==> config.mk <==
export PLATFORM = sky130hd
export DESIGN_NAME = uart_alu_top
export DESIGN_NICKNAME = d
export VERILOG_FILES = /design/src/uart_alu_pkg.sv /design/src/baud_rate_generator.sv /design/src/uart_receiver.sv /design/src/uart_transmitter.sv /design/src/alu.sv /design/src/interface_circuit.sv /design/src/uart_alu_top.sv
export SDC_FILE = /design/constraint.sdc
export NUM_CORES = 1
export LEC_CHECK = 0
export BUFFER_PORTS_ARGS = -buffer_cell sky130_fd_sc_hd__buf_2
export CAP_MARGIN = 10
export CORE_ASPECT_RATIO = 1.2
export CORE_MARGIN = 5
export CORE_UTILIZATION = 39
export DETAILED_ROUTE_END_ITERATION = 8
export HOLD_SLACK_MARGIN = 0.05
export SLEW_MARGIN = 10
export SYNTH_ARGS = -nofsm -noshare
export SYNTH_HDL_FRONTEND = slang
export SYNTH_SLANG_ARGS = --single-unit
==> constraint.sdc <==
create_clock -name i_clock -period 7.22 [get_ports i_clock]
set_clock_uncertainty 0.1 [all_clocks]
set_input_delay 0.722 -clock i_clock [delete_from_list [all_inputs] [get_ports i_clock]]
set_output_delay 0.722 -clock i_clock [all_outputs]
set_load 0.05 [all_outputs]
==> src/uart_alu_pkg.sv <==
package uart_alu_pkg;

   ////////////////////
   // Data types.
   ////////////////////

   // One UART byte. Also used for operands and results.
   typedef logic [7:0] data_t;

   // ALU function code, MIPS style.
   typedef logic [7:0] opcode_t;

   // Position within one bit period.
   typedef logic [3:0] tick_count_t;

   ////////////////////
   // Constants.
   ////////////////////

   localparam int OVERSAMPLE = 16;  // Ticks per bit.

   // Function codes.
   localparam opcode_t OP_ADD = 8'h20;
   localparam opcode_t OP_SUB = 8'h22;
   localparam opcode_t OP_AND = 8'h24;
   localparam opcode_t OP_OR  = 8'h25;
   localparam opcode_t OP_XOR = 8'h26;
   localparam opcode_t OP_NOR = 8'h27;
   localparam opcode_t OP_SRA = 8'h03;  // Arithmetic shift right.
   localparam opcode_t OP_SRL = 8'h02;  // Logical shift right.

endpackage

==> src/baud_rate_generator.sv <==
module baud_rate_generator #(
   parameter int BAUD_DIVISOR = 4
) (
   input  logic i_clock,
   input  logic i_reset,
   output logic o_tick
);

   localparam int COUNT_WIDTH = $clog2(BAUD_DIVISOR);
   localparam logic [COUNT_WIDTH-1:0] COUNT_TOP = COUNT_WIDTH'(BAUD_DIVISOR - 1);

   logic [COUNT_WIDTH-1:0] count;  // Cycles left until the next tick.

   always_ff @(posedge i_clock) begin
      if (!i_reset) begin
         count  <= COUNT_TOP;
         o_tick <= 1'b0;
      end else if (count == '0) begin
         // Wrap and fire.
         count  <= COUNT_TOP;
         o_tick <= 1'b1;
      end else begin
         count  <= count - 1'b1;
         o_tick <= 1'b0;
      end
   end

endmodule

==> src/uart_receiver.sv <==
module uart_receiver (
   input  logic                i_clock,
   input  logic                i_reset,
   input  logic                i_tick,
   input  logic                i_rx_serial,
   output uart_alu_pkg::data_t o_rx_data,
   output logic                o_rx_done
);

   import uart_alu_pkg::*;

   typedef enum logic [1:0] {
      idle,
      start_bit,
      data_bits,
      stop_bit
   } rx_state_t;

   localparam tick_count_t MID_TICK  = tick_count_t'(OVERSAMPLE / 2 - 1);
   localparam tick_count_t LAST_TICK = tick_count_t'(OVERSAMPLE - 1);

   rx_state_t   state;
   tick_count_t tick_count;
   logic [2:0]  bit_count;   // Data bit index.
   data_t       shift_reg;
   logic        rx_meta;
   logic        rx_sync;
   logic        rx_prev;
   logic        rx_fall;
   logic        bit_end;     // Middle of a data or stop bit.

   ////////////////////
   // Input sync.
   ////////////////////

   always_ff @(posedge i_clock) begin
      if (!i_reset) begin
         rx_meta <= 1'b1;  // Idle line is high.
         rx_sync <= 1'b1;
         rx_prev <= 1'b1;
      end else begin
         rx_meta <= i_rx_serial;
         rx_sync <= rx_meta;
         rx_prev <= rx_sync;
      end
   end

   assign rx_fall = rx_prev & ~rx_sync;
   assign bit_end = i_tick && (tick_count == LAST_TICK);

   ////////////////////
   // Frame FSM.
   ////////////////////

   always_ff @(posedge i_clock) begin
      if (!i_reset) begin
         state      <= idle;
         tick_count <= '0;
         bit_count  <= '0;
         o_rx_done  <= 1'b0;
      end else begin
         case (state)
            idle: begin
               if (rx_fall) begin
                  state      <= start_bit;
                  tick_count <= '0;
                  o_rx_done  <= 1'b0;  // Previous byte is released here.
               end
            end
            start_bit: begin
               if (i_tick) begin
                  if (tick_count == MID_TICK) begin
                     // Still low at mid bit, so a real start.
                     tick_count <= '0;
                     bit_count  <= '0;
                     state      <= rx_sync ? idle : data_bits;
                  end else begin
                     tick_count <= tick_count + 1'b1;
                  end
               end
            end
            data_bits: begin
               if (i_tick) begin
                  tick_count <= tick_count + 1'b1;  // Wraps to zero at the bit end.
               end
               if (bit_end) begin
                  bit_count <= bit_count + 1'b1;
                  if (bit_count == 3'd7) begin
                     state <= stop_bit;
                  end
               end
            end
            stop_bit: begin
               if (i_tick) begin
                  tick_count <= tick_count + 1'b1;
               end
               if (bit_end) begin
                  state     <= idle;    // Ready for a start bit right away.
                  o_rx_done <= rx_sync;  // Low stop bit drops the frame.
               end
            end
            default: begin
               state <= idle;
            end
         endcase
      end
   end

   // Byte assembly, LSB first.
   always_ff @(posedge i_clock) begin
      if (state == data_bits && bit_end) begin
         shift_reg <= {rx_sync, shift_reg[7:1]};
      end
      if (state == stop_bit && bit_end && rx_sync) begin
         o_rx_data <= shift_reg;
      end
   end

endmodule

==> src/uart_transmitter.sv <==
module uart_transmitter (
   input  logic                i_clock,
   input  logic                i_reset,
   input  logic                i_tick,
   input  logic                i_tx_start,
   input  uart_alu_pkg::data_t i_tx_data,
   output logic                o_tx_serial,
   output logic                o_tx_done
);

   import uart_alu_pkg::*;

   typedef enum logic [1:0] {
      idle,
      start_bit,
      data_bits,
      stop_bit
   } tx_state_t;

   localparam tick_count_t LAST_TICK = tick_count_t'(OVERSAMPLE - 1);

   tx_state_t   state;
   tick_count_t tick_count;
   logic [2:0]  bit_count;
   data_t       shift_reg;  // Bits still to send, next one at bit 0.
   logic        bit_end;

   assign bit_end = i_tick && (tick_count == LAST_TICK);

   // Bit timer, held at zero while idle.
   always_ff @(posedge i_clock) begin
      if (!i_reset) begin
         tick_count <= '0;
      end else if (state == idle) begin
         tick_count <= '0;
      end else if (i_tick) begin
         tick_count <= tick_count + 1'b1;
      end
   end

   ////////////////////
   // Frame FSM.
   ////////////////////

   always_ff @(posedge i_clock) begin
      if (!i_reset) begin
         state       <= idle;
         bit_count   <= '0;
         o_tx_serial <= 1'b1;
         o_tx_done   <= 1'b0;
      end else begin
         o_tx_done <= 1'b0;
         case (state)
            idle: begin
               if (i_tx_start) begin
                  state       <= start_bit;
                  o_tx_serial <= 1'b0;  // Start bit.
               end
            end
            start_bit: begin
               if (bit_end) begin
                  state       <= data_bits;
                  bit_count   <= '0;
                  o_tx_serial <= shift_reg[0];
               end
            end
            data_bits: begin
               if (bit_end) begin
                  bit_count <= bit_count + 1'b1;
                  if (bit_count == 3'd7) begin
                     state       <= stop_bit;
                     o_tx_serial <= 1'b1;
                  end else begin
                     o_tx_serial <= shift_reg[1];
                  end
               end
            end
            stop_bit: begin
               if (bit_end) begin
                  state     <= idle;
                  o_tx_done <= 1'b1;  // One cycle only.
               end
            end
            default: begin
               state <= idle;
            end
         endcase
      end
   end

   // Payload latch and shift.
   always_ff @(posedge i_clock) begin
      if (state == idle && i_tx_start) begin
         shift_reg <= i_tx_data;
      end else if (state == data_bits && bit_end) begin
         shift_reg <= shift_reg >> 1;
      end
   end

endmodule

==> src/alu.sv <==
module alu (
   input  uart_alu_pkg::data_t   i_operand_a,
   input  uart_alu_pkg::data_t   i_operand_b,
   input  uart_alu_pkg::opcode_t i_opcode,
   output uart_alu_pkg::data_t   o_result
);

   import uart_alu_pkg::*;

   logic [2:0] shift_amount;

   // Only the low three bits of B matter for shifts.
   assign shift_amount = i_operand_b[2:0];

   always_comb begin
      case (i_opcode)
         OP_ADD: begin
            o_result = i_operand_a + i_operand_b;  // Modulo 256.
         end
         OP_SUB: begin
            o_result = i_operand_a - i_operand_b;
         end
         OP_AND: begin
            o_result = i_operand_a & i_operand_b;
         end
         OP_OR: begin
            o_result = i_operand_a | i_operand_b;
         end
         OP_XOR: begin
            o_result = i_operand_a ^ i_operand_b;
         end
         OP_NOR: begin
            o_result = ~(i_operand_a | i_operand_b);
         end
         OP_SRA: begin
            o_result = data_t'($signed(i_operand_a) >>> shift_amount);  // Sign fill.
         end
         OP_SRL: begin
            o_result = i_operand_a >> shift_amount;
         end
         default: begin
            o_result = '0;  // Undefined opcode.
         end
      endcase
   end

endmodule

==> src/interface_circuit.sv <==
module interface_circuit (
   input  logic                  i_clock,
   input  logic                  i_reset,
   input  uart_alu_pkg::data_t   i_rx_data,
   input  logic                  i_rx_done,
   input  logic                  i_tx_done,
   input  uart_alu_pkg::data_t   i_alu_result,
   output uart_alu_pkg::data_t   o_reg_operand_a,
   output uart_alu_pkg::data_t   o_reg_operand_b,
   output uart_alu_pkg::opcode_t o_reg_opcode,
   output uart_alu_pkg::data_t   o_tx_data,
   output logic                  o_tx_start
);

   import uart_alu_pkg::*;

   typedef enum logic [2:0] {
      wait_operand_a,
      wait_opcode,
      wait_operand_b,
      load_result,
      start_tx,
      wait_tx_done
   } state_t;

   state_t  state;
   state_t  next_state;
   logic    rx_done_q;  // Previous rx_done, for edge detection.
   logic    tx_done_q;
   logic    rx_edge;
   logic    tx_edge;
   data_t   operand_a_next;
   data_t   operand_b_next;
   opcode_t opcode_next;
   data_t   tx_data_next;

   assign rx_edge = i_rx_done & ~rx_done_q;
   assign tx_edge = i_tx_done & ~tx_done_q;

   ////////////////////
   // Registers.
   ////////////////////

   always_ff @(posedge i_clock) begin
      if (!i_reset) begin
         state           <= wait_operand_a;
         rx_done_q       <= 1'b0;
         tx_done_q       <= 1'b0;
         o_reg_operand_a <= '0;
         o_reg_operand_b <= '0;
         o_reg_opcode    <= '0;
         o_tx_data       <= '0;
      end else begin
         state           <= next_state;
         rx_done_q       <= i_rx_done;
         tx_done_q       <= i_tx_done;
         o_reg_operand_a <= operand_a_next;
         o_reg_operand_b <= operand_b_next;
         o_reg_opcode    <= opcode_next;
         o_tx_data       <= tx_data_next;
      end
   end

   ////////////////////
   // Next state.
   ////////////////////

   always_comb begin
      next_state     = state;
      operand_a_next = o_reg_operand_a;
      operand_b_next = o_reg_operand_b;
      opcode_next    = o_reg_opcode;
      tx_data_next   = o_tx_data;
      case (state)
         wait_operand_a: begin
            if (rx_edge) begin
               operand_a_next = i_rx_data;
               next_state     = wait_opcode;
            end
         end
         wait_opcode: begin
            if (rx_edge) begin
               opcode_next = i_rx_data;
               next_state  = wait_operand_b;
            end
         end
         wait_operand_b: begin
            if (rx_edge) begin
               operand_b_next = i_rx_data;
               next_state     = load_result;
            end
         end
         load_result: begin
            // ALU already sees the new B here.
            tx_data_next = i_alu_result;
            next_state   = start_tx;
         end
         start_tx: begin
            next_state = wait_tx_done;
         end
         wait_tx_done: begin
            // Incoming bytes are dropped until the result is out.
            if (tx_edge) begin
               next_state = wait_operand_a;
            end
         end
         default: begin
            next_state = wait_operand_a;
         end
      endcase
   end

   assign o_tx_start = (state == start_tx);  // Single cycle pulse.

endmodule

==> src/uart_alu_top.sv <==
module uart_alu_top #(
   parameter int BAUD_DIVISOR = 4
) (
   input  logic i_clock,
   input  logic i_reset,
   input  logic i_rx_serial,
   output logic o_tx_serial
);

   import uart_alu_pkg::*;

   logic    tick;
   data_t   rx_data;
   logic    rx_done;
   data_t   reg_operand_a;
   data_t   reg_operand_b;
   opcode_t reg_opcode;
   data_t   alu_result;
   data_t   tx_data;
   logic    tx_start;
   logic    tx_done;

   // Shared oversampling time base.
   baud_rate_generator #(
      .BAUD_DIVISOR (BAUD_DIVISOR)
   ) i_baud_rate_generator (
      .i_clock (i_clock),
      .i_reset (i_reset),
      .o_tick  (tick)
   );

   uart_receiver i_uart_receiver (
      .i_clock     (i_clock),
      .i_reset     (i_reset),
      .i_tick      (tick),
      .i_rx_serial (i_rx_serial),
      .o_rx_data   (rx_data),
      .o_rx_done   (rx_done)
   );

   interface_circuit i_interface_circuit (
      .i_clock         (i_clock),
      .i_reset         (i_reset),
      .i_rx_data       (rx_data),
      .i_rx_done       (rx_done),
      .i_tx_done       (tx_done),
      .i_alu_result    (alu_result),
      .o_reg_operand_a (reg_operand_a),
      .o_reg_operand_b (reg_operand_b),
      .o_reg_opcode    (reg_opcode),
      .o_tx_data       (tx_data),
      .o_tx_start      (tx_start)
   );

   alu i_alu (
      .i_operand_a (reg_operand_a),
      .i_operand_b (reg_operand_b),
      .i_opcode    (reg_opcode),
      .o_result    (alu_result)
   );

   uart_transmitter i_uart_transmitter (
      .i_clock     (i_clock),
      .i_reset     (i_reset),
      .i_tick      (tick),
      .i_tx_start  (tx_start),
      .i_tx_data   (tx_data),
      .o_tx_serial (o_tx_serial),
      .o_tx_done   (tx_done)
   );

endmodule

# == After elaboration in Yosys (flattened, before gate mapping) ==
# Index checks and enable logic that the tools add are counted.
# Widths: inputs -> output; s select.
# word_totals
regBits,88
elab_cells,159
out_inout_bits,1
in_bits,3
# op_classes
muxes,44
n_eq_ne,40
bitwise,11
shift,2
n_addsub,7
n_reduce_logical,31
# op_table
cell,n
$pmux 8 s8,1
$eq 8x6->1 const B,6
$ne 2x1->1 const B,15
$mux 3,9
$mux 2,12
$pmux 3 s6,1
$eq 8x2->1 const B,2
$mux 4,4
$mux 8,2
$pmux 2 s4,2
$eq 3x3->1 const B,4
$pmux 3 s2,2
$pmux 4 s3,1
$reduce_and 4->1,3
$reduce_and 3->1,3
$add 4x1->4 const B,2
$add 8x8->8,1
$and 8x8->8,1
$eq 2x2->1 const B,4
$eq 4x4->1 const B,2
$mux 1,8
$not 8->8,1
$or 8x8->8,1
$reduce_and 2->1,4
23 further kinds,44

# == Logic depth before layout (Yosys ltp) ==
# Gate-level depths: netlist (run 1).
# logic_depth
depth_word,5
ltp_mapped,13
mapped_depth_nobuf,11

# == Modules after synthesis ==
# From an unflattened synthesis (run 1), not the netlist that was laid out.
# hier_totals
hier_cells,492
area_unflattened_um2,4977.3
# modules_own_cells
mod,cells_each,instances,seq_area_each_um2,area_per_inst_um2
interface_circuit,140,1,740.7,1445.1
alu,172,1,0.0,1356.3
uart_receiver,86,1,740.7,1123.6
uart_transmitter,85,1,460.4,950.9
baud_rate_generator,9,1,60.1,101.3

# == Least setup slack after synthesis (run 1) ==
# Ideal clock, no wire load.
# synth_path
path_kind,reg-to-reg
from,register i_interface_circuit.o_reg_opcode[0]
to,register i_interface_circuit.o_tx_data[5]
t_arrival_ps,2542
required_time_ps,6987
stages_incl_launch_ff,14
period_less_slack_ps,2775
path_slack_ps,4445
path_cell_list,dfxtp_1 -> clkbuf_1 -> nor3b_1 -> and2_1 -> buf_2 -> a21oi_1 -> xnor2_1 -> ha_1 -> a21o_1 -> a21oi_1 -> o21ai_1 -> xor2_1 -> a2111oi_2 -> nor3_2
# synth_via
elab_chain_len,2
elab_cells_between_ends,9
classes_between,eq/ne (8); mux (1)
# synth_lines
item,line_no,source
"start, declared",interface_circuit.sv:10,"output uart_alu_pkg::opcode_t o_reg_opcode,"
"start signal, assigned",interface_circuit.sv:59,o_reg_opcode <= opcode_next;
$eq 8x2->1 / $eq 8x6->1 (equally long branches),alu.sv:16,case (i_opcode)
$pmux 8 s8 *,alu.sv:16,
"end signal, assigned",interface_circuit.sv:60,o_tx_data <= tx_data_next;
"end, declared",interface_circuit.sv:11,"output uart_alu_pkg::data_t o_tx_data,"
# Every way passes the cells marked *; elsewhere a longest branch is shown, timed or not.
# A chain may end at the register's enable or synchronous reset.

# == Worst setup path in the final report (run 1) ==
# Same ends and word-level chain as after synthesis.

==> results of run 1 <==
==> worst reg2reg max path: cells and delay by family (launching register included) <==
kind | cells | cell delay, ps
DFF | 1 | 580
adders and majority gates | 1 | 350
xor gates and xnor gates | 2 | 300
AOI/OAI and AO/OA | 5 | 950
and+or+nand+nor | 3 | 900
==> cell type report <==
cell class	count	share of cell area, %
inverter	27	1.92
sequential	88	37.8
tap	161	3.81
clock inverter	5	0.686
timing repair buffer	6	0.709
clock buffer	11	4.99
multi-input combinational	383	50.1
==> placed cells by master, fill, tap and decap left out, drive strengths merged, types with 9 or more instances in the layout <==
cell / count
dfxtp: 64
a21oi: 58
nand2: 57
nand3: 37
ha: 35
nor2: 30
inv: 28
edfxtp: 24
o21ai: 23
xnor2: 15
mux2i: 13
clkbuf: 11
xor2: 9
==> power breakdown <==
part           switching [uW]  internal, uW
logic                    36.6          17.1
registers                4.79           511
clock network             185           265
total                     227           792
==> metal layers <==
metal	vias to the layer above	GRT usage [%]	share of wire, %
li1	1848	-	-
met1	1705	17.7	45
met2	60	23.1	48
met3	22	3.06	3.4
met4	0	6.41	3.7
met5	-	0	0
==> cells in the mapped netlist, drive strengths merged, types with 6 or more instances <==
cell type,instances,area [um2]
mux2i,13,130
xnor2,15,131
mux2,7,78.8
dfxtp,64,1280
xor2,9,78.8
a21oi,58,290
buf,16,91.3
edfxtp,24,721
clkbuf,13,48.8
nor3,8,66.3
and2,6,37.5
nand2b,8,50.1
nand2,57,216
o21ai,23,115
nand3,37,185
nor2b,8,50.1
ha,35,438
a211oi,8,65.1
nor2,30,120
o211ai,6,45.0
inv,26,97.6
==> worst max path at each step <==
| stage | from | endpoint | slack, ps | cells after the start |
|---|---|---|---|---|
| after global placement | i_interface_circuit.o_reg_opcode[0] | i_interface_circuit.o_tx_data[5] | 3940 | 11 |
| final | i_interface_circuit.o_reg_opcode[0] | i_interface_circuit.o_tx_data[5] | 3900 | 11 |
| after detailed placement | i_interface_circuit.o_reg_opcode[0] | i_interface_circuit.o_tx_data[5] | 3940 | 11 |
| after floorplan | i_interface_circuit.o_reg_opcode[0] | i_interface_circuit.o_tx_data[5] | 4450 | 13 |
| after CTS | i_interface_circuit.o_reg_opcode[0] | i_interface_circuit.o_tx_data[5] | 3920 | 11 |
| after global routing | i_interface_circuit.o_reg_opcode[0] | i_interface_circuit.o_tx_data[5] | 3590 | 11 |
==> kinds of logic after synthesis <==
group	count (synthesis)
fa+ha+maj	36
compound gates	121
flops	88
xor+xnor	24
simple gates	177
mux	25
buf+inv	56
==> per-stage QoR <==
step | utilization [%] | setup WS [ps]
floorplan | - | 4450
detailed placement | 40.8 | 3940
global placement | 40.8 | 3940
global route | 43.3 | 3590
CTS | 43.3 | 3920
finish | 43.3 | 3900
==> results by group, run 1 <==
STA
  • Worst Tran Pin Value: 849 ps
  • Max Slew Vio Count: 0
  • Min Tclk post-route: 3320 ps
  • Hold_ws: 289 ps
  • Setup repair after global routing missed its margin: false
  • Setup_tns: 0 ps
  • Final period utilization: between 40% and 50%
  • Peak Freq: 0.301 GHz
  • Final setup violation count: 0
  • Final hold violations: 0
  • Relative slew slack: 43.2%

Global route
  • Global-route wire length before repair: 17,100 um
  • Tot GR Track Use: 14.1%
  • Pin count of the biggest net entering global routing: 47
  • Vias in the first global route: approximately 3,400
  • Grt ovf: 0
  • Initial antenna violation count: 0

Route
  • Drc violations: 0
  • Vias per cell: 5.34
  • Via count: between 3,000 and 4,000
  • WL per Instance: 14.9 um
  • Final WL: ~10,000 um
  • Drt pass-1 iters: 4
  • Routed Antenna Nets: 0
  • Iteration-0 DRC count of the detailed router: 214

Finish
  • Ant. Diodes: 0
  • Area delta synth->final: 8.16%
  • Non-filler instance count after layout: between 600 and 700
  • Fillers: 1,202
  • Share of layout cells above drive strength 1: under 10%
  • Multi-input logic area: 2650 um2
  • Register area: 2000 um2
  • Post-layout instance area: 5290 um2
  • Nets: about 550

Pwr
  • Max IR drop VDD: 0.119 mV
  • Power Density: 193 nW/um2
  • Total power: just over 1000 uW
  • Static leakage: 0.00185 uW

Setup path
  • Startpoint type of the worst setup path: flop
  • Worst-path cell chain: nor3b_1, and2_1, a21oi_1, xnor2_1, ha_1, a21o_1, a21oi_1, o21ai_1, xor2_1, a2111oi_2, nor3_2
  • R2R depth: 11
  • CP arrival: 3420 ps
  • Top cell by count, worst path: a21oi_1
  • Crit Reg-Reg Endpoint: i_interface_circuit.o_tx_data[5]
  • Endpoint class of the critical path: flop
  • WP buf/inv: 0
  • Crit path max fanout: 25
  • CP Data Required Time: 7330 ps
  • Slowest CP cell: dfxtp_1
  • R2R setup slack: a little under 4000 ps
  • Reg2reg start: i_interface_circuit.o_reg_opcode[0]
  • CP max stage delay: around 580 ps
  • Crit Path Class: flop to flop
  • Delay-heaviest family, CP: compound AO/OA/AOI/OAI gates

Floorplanning
  • Core area: 12,200 um2
  • DIE WIDTH: 112 um
  • Io pins: 4
  • Die Span Y: approximately 130 um
  • Row cnt: 44
  • Initial core utilization: 40.0%
  • Die area: 14,900 um2

Synth
  • Primary FF master, synth: dfxtp_1
  • FF+latch count, synth: just under 90
  • Register area share after synthesis: between 40% and 50%
  • Mux cell area share after synthesis: 6.57%
  • Netlist Area Pre-Place: between 4000 and 5000 um2
  • Mean Syn Cell Area: 9.28 um2
  • Synth cell types: 58
  • Synth warn: 0
  • Async SR Flop Fraction: 0%
  • Syn_nets: between 500 and 600
  • Number of synthesized flops with an enable pin: 24
  • Adder-Cell Fraction of Synth Area: 9.36%
  • Post-synthesis xor/xnor area fraction: under 10%
  • Synth Area in Simple Gates: a little under a fifth
  • Largest family of logic cells by synthesized area: simple AND/OR/NAND/NOR gates
  • Synth Area in Compound Gates: 15.5%
  • Mapped Cells: 527

Place
  • DP Area: 4990 um2
  • I/O Buffers: 3
  • DP Wirelength: between 7000 and 8000 um
  • Dpl cells: 665
  • RD Place Congestion: 0.902

Min path
  • Worst Hold Endpoint: i_baud_rate_generator.count[0]
  • Startpoint of the worst hold path: i_baud_rate_generator.count[0]
  • WHS Path Cells: 1
  • Tightest Hold Check Type: flop to flop

Clock network
  • Hold Buf Count CTS: 0
  • Setup repair bufs after CTS: 0
  • Clock latency on the worst-skew pair: about 340 ps
  • Worst-path clk slew: roughly 60 ps
  • H-Tree Depth: 3
  • Num CTS Buffers: 9
  • PostCTS Resize Cnt: 0
  • Max Root-Sink Buffers: 2
  • CTS tree: done
  • Root Buffer: clkbuf_16
  • Clk sinks: 88

Status
  • Status: complete, no violations

Run
  • Max-Cap Viols: 0
(Power assumes the default switching activity.)
==> run 2: changes to the inputs <==
clock period = 2.9 ns   (was 7.22 ns; I/O delays follow)
==> run 2 against run 1 <==
Cell count is 3.4% higher. Core utilization is 1.6 points higher. Combinational power grew to 2.5 times the previous value. Via count is 3.3% higher. Sequential power is 150% higher. Sequential share of layout area is 1.3 points lower. Power grew to 2.5 times the previous value. Flip-flop and latch count stayed put. Largest cell class unchanged. Count of clock-buffer cells in the layout stayed put. Fmax is 25% higher. Non-clock buffer count is 23 higher.
==> results by group, run 2 (same netlist as run 1, synthesis figures left out) <==
Status
  • Status: complete, no violations

Min path
  • Tightest Hold Check Type: input port to flop
  • Startpoint of the worst hold path: i_reset
  • Worst Hold Endpoint: i_uart_receiver.rx_prev
  • WHS Path Cells: 2 (+1)

Finish
  • Finished Core Util: 44.9% (+1.6 points)
  • Post-layout instance area: 5490 um2 (+3.7%)
  • Share of layout cells above drive strength 1: 13.8% (+4.4 points)
  • Most common cell after layout, fill and taps aside: dfxtp_1
  • Fillers: 1,196 (-0.50%)
  • Ant. Diodes: 0 (unchanged)
  • Non-filler instance count after layout: 704 (+3.4%)
  • Nets: 577 (+4.2%)
  • Most frequent cells in the layout: dfxtp_1 (64), a21oi_1 (58), nand2_1 (56)
  • Area delta synth->final: 12.1%

Clock network
  • Num CTS Buffers: 9 (unchanged)
  • Clock latency on the worst-skew pair: 330 ps (about the same)
  • CTS tree: done
  • Max Root-Sink Buffers: 2 (unchanged)
  • Clk sinks: 88 (unchanged)
  • Worst-path clk slew: 60 ps (about the same)
  • Setup repair bufs after CTS: 0 (unchanged)
  • Root Buffer: clkbuf_16
  • H-Tree Depth: 3 (unchanged)

Route
  • Drc violations: 0 (unchanged)
  • Final WL: 10,600 um (+4.4%)
  • Vias per cell: 5.33 (about the same)
  • Drt pass-1 iters: 6 (+2)
  • Iteration-0 DRC count of the detailed router: 171 (-20%)
  • Via count: 3,755 (+3.3%)
  • Routed Antenna Nets: 0 (unchanged)
  • WL per Instance: 15.1 um (+0.97%)

Place
  • I/O Buffers: 3 (unchanged)
  • DP Area: 5160 um2 (+3.3%)
  • Dpl cells: 687 (+3.3%)
  • Place WS: 92.0 ps (-3840 ps)
  • RD Place Congestion: 0.890 (-1.3%)
  • DP Wirelength: 8060 um (+8.6%)

Global route
  • Vias in the first global route: 3,658 (+6.3%)
  • Global-route wire length before repair: 17,700 um (+3.1%)
  • Grt ovf: 0 (unchanged)
  • Tot GR Track Use: 14.6% (+0.52 points)
  • Initial antenna violation count: 0 (unchanged)
  • Pin count of the biggest net entering global routing: 28 (-40%)

Floorplanning
  • Die Span Y: 133 um (unchanged)
  • Initial core utilization: 40.0% (unchanged)
  • DIE WIDTH: 112 um (unchanged)
  • Die area: 14,900 um2 (unchanged)
  • Row cnt: 44 (unchanged)
  • Core area: 12,200 um2 (unchanged)
  • Io pins: 4 (unchanged)

Pwr
  • Max IR drop VDD: 0.248 mV (+110%)
  • Static leakage: 0.00198 uW (+6.8%)
  • Power Density: 466 nW/um2 (+140%)

STA
  • Final worst setup slack: 236 ps (-3670 ps)
  • Min Tclk post-route: 2660 ps (-654 ps)
  • Final period utilization: 91.9% (+46 points)
  • Relative slew slack: 48.5% (+5.3 points)
  • Worst Tran Pin Value: 769 ps (-79.3 ps)
  • Final setup violation count: 0 (unchanged)
  • Peak Freq: 0.375 GHz (+25%)
  • Final hold violations: 0 (unchanged)
  • Setup_tns: 0 ps (unchanged)
  • Max Slew Vio Count: 0 (unchanged)
  • Setup repair after global routing missed its margin: false

Setup path
  • Crit Reg-Reg Endpoint: i_interface_circuit.o_tx_data[6]
  • R2R setup slack: 240 ps (-3670 ps)
  • Crit Path Class: flop to flop
  • Endpoint class of the critical path: flop
  • CP Data Required Time: 3010 ps (-4320 ps)
  • Crit path max fanout: 3 (-88%)
  • Startpoint type of the worst setup path: flop
  • CP arrival: 2770 ps (-650 ps)
  • R2R depth: 12 (+1)
  • Reg2reg start: i_interface_circuit.o_reg_opcode[3]

Run
  • Max-Cap Viols: 0 (unchanged)
run 2: routing by layer:
metal | vias up | global-route usage [%] | share of wire, %
li1 | 1887 | - | -
met1 | 1768 | 17.9 | 43
met2 | 66 | 24.2 | 49
met3 | 34 | 2.92 | 3.0
met4 | 0 | 7.62 | 4.9
met5 | - | 0 | 0
run 2: final cells by class:
class / instances / area [um2] / share of cell area (%)
Clock inverter: 5 / 36.3 / 0.661
Tap cell: 161 / 201 / 3.67
Clock buffer: 11 / 264 / 4.81
Multi-Input combinational cell: 383 / 2670 / 48.6
Timing Repair Buffer: 29 / 213 / 3.88
Sequential cell: 88 / 2000 / 36.5
Inverter: 27 / 101 / 1.85
run 2: repair_timing:
action	4_1_cts	5_1_grt
hold buffers	1	0
endpoints found under the setup margin	0	4
endpoints found under the hold margin	1	0
resized for setup	0	5
run 2: through the flow:
| step | total power (uW) | hold WS, ps |
|---|---|---|
| finish | 2550 | 199 |
| global route | 2660 | 213 |
| CTS | 2590 | 196 |
| detailed placement | 1440 | 271 |
| global placement | 1440 | 265 |
| floorplan | 1410 | 258 |
run 2: where the power goes:
| group | internal (uW) | switching (uW) |
|---|---|---|
| clock | 659 | 476 |
| sequential | 1270 | 12.2 |
| combinational | 44.1 | 91.0 |
| total | 1970 | 580 |
run 2: worst max-delay path by stage:
stage | start | end | slack (ps)
5_1_grt | i_interface_circuit.o_reg_opcode[3] | i_interface_circuit.o_tx_data[6] | 30
6_report | i_interface_circuit.o_reg_opcode[3] | i_interface_circuit.o_tx_data[6] | 240
2_1_floorplan | i_interface_circuit.o_reg_opcode[0] | i_interface_circuit.o_tx_data[5] | 130
4_1_cts | i_interface_circuit.o_reg_opcode[3] | i_interface_circuit.o_tx_data[5] | 70
3_5_place_dp | i_interface_circuit.o_reg_opcode[3] | i_interface_circuit.o_tx_data[5] | 90
3_3_place_gp | i_interface_circuit.o_reg_opcode[3] | i_interface_circuit.o_tx_data[5] | 160
run 2: critical path: stages, from the launching register on:
cell and delay, ps:
dfxtp_1 330, nor4_2 270, buf_4 160, nand3_1 100
mux2i_1 170, buf_4 160, fa_1 460, a211oi_2 200
o21bai_1 100, a21oi_1 180, xnor2_1 80, a21oi_1 170
nor3_2 60
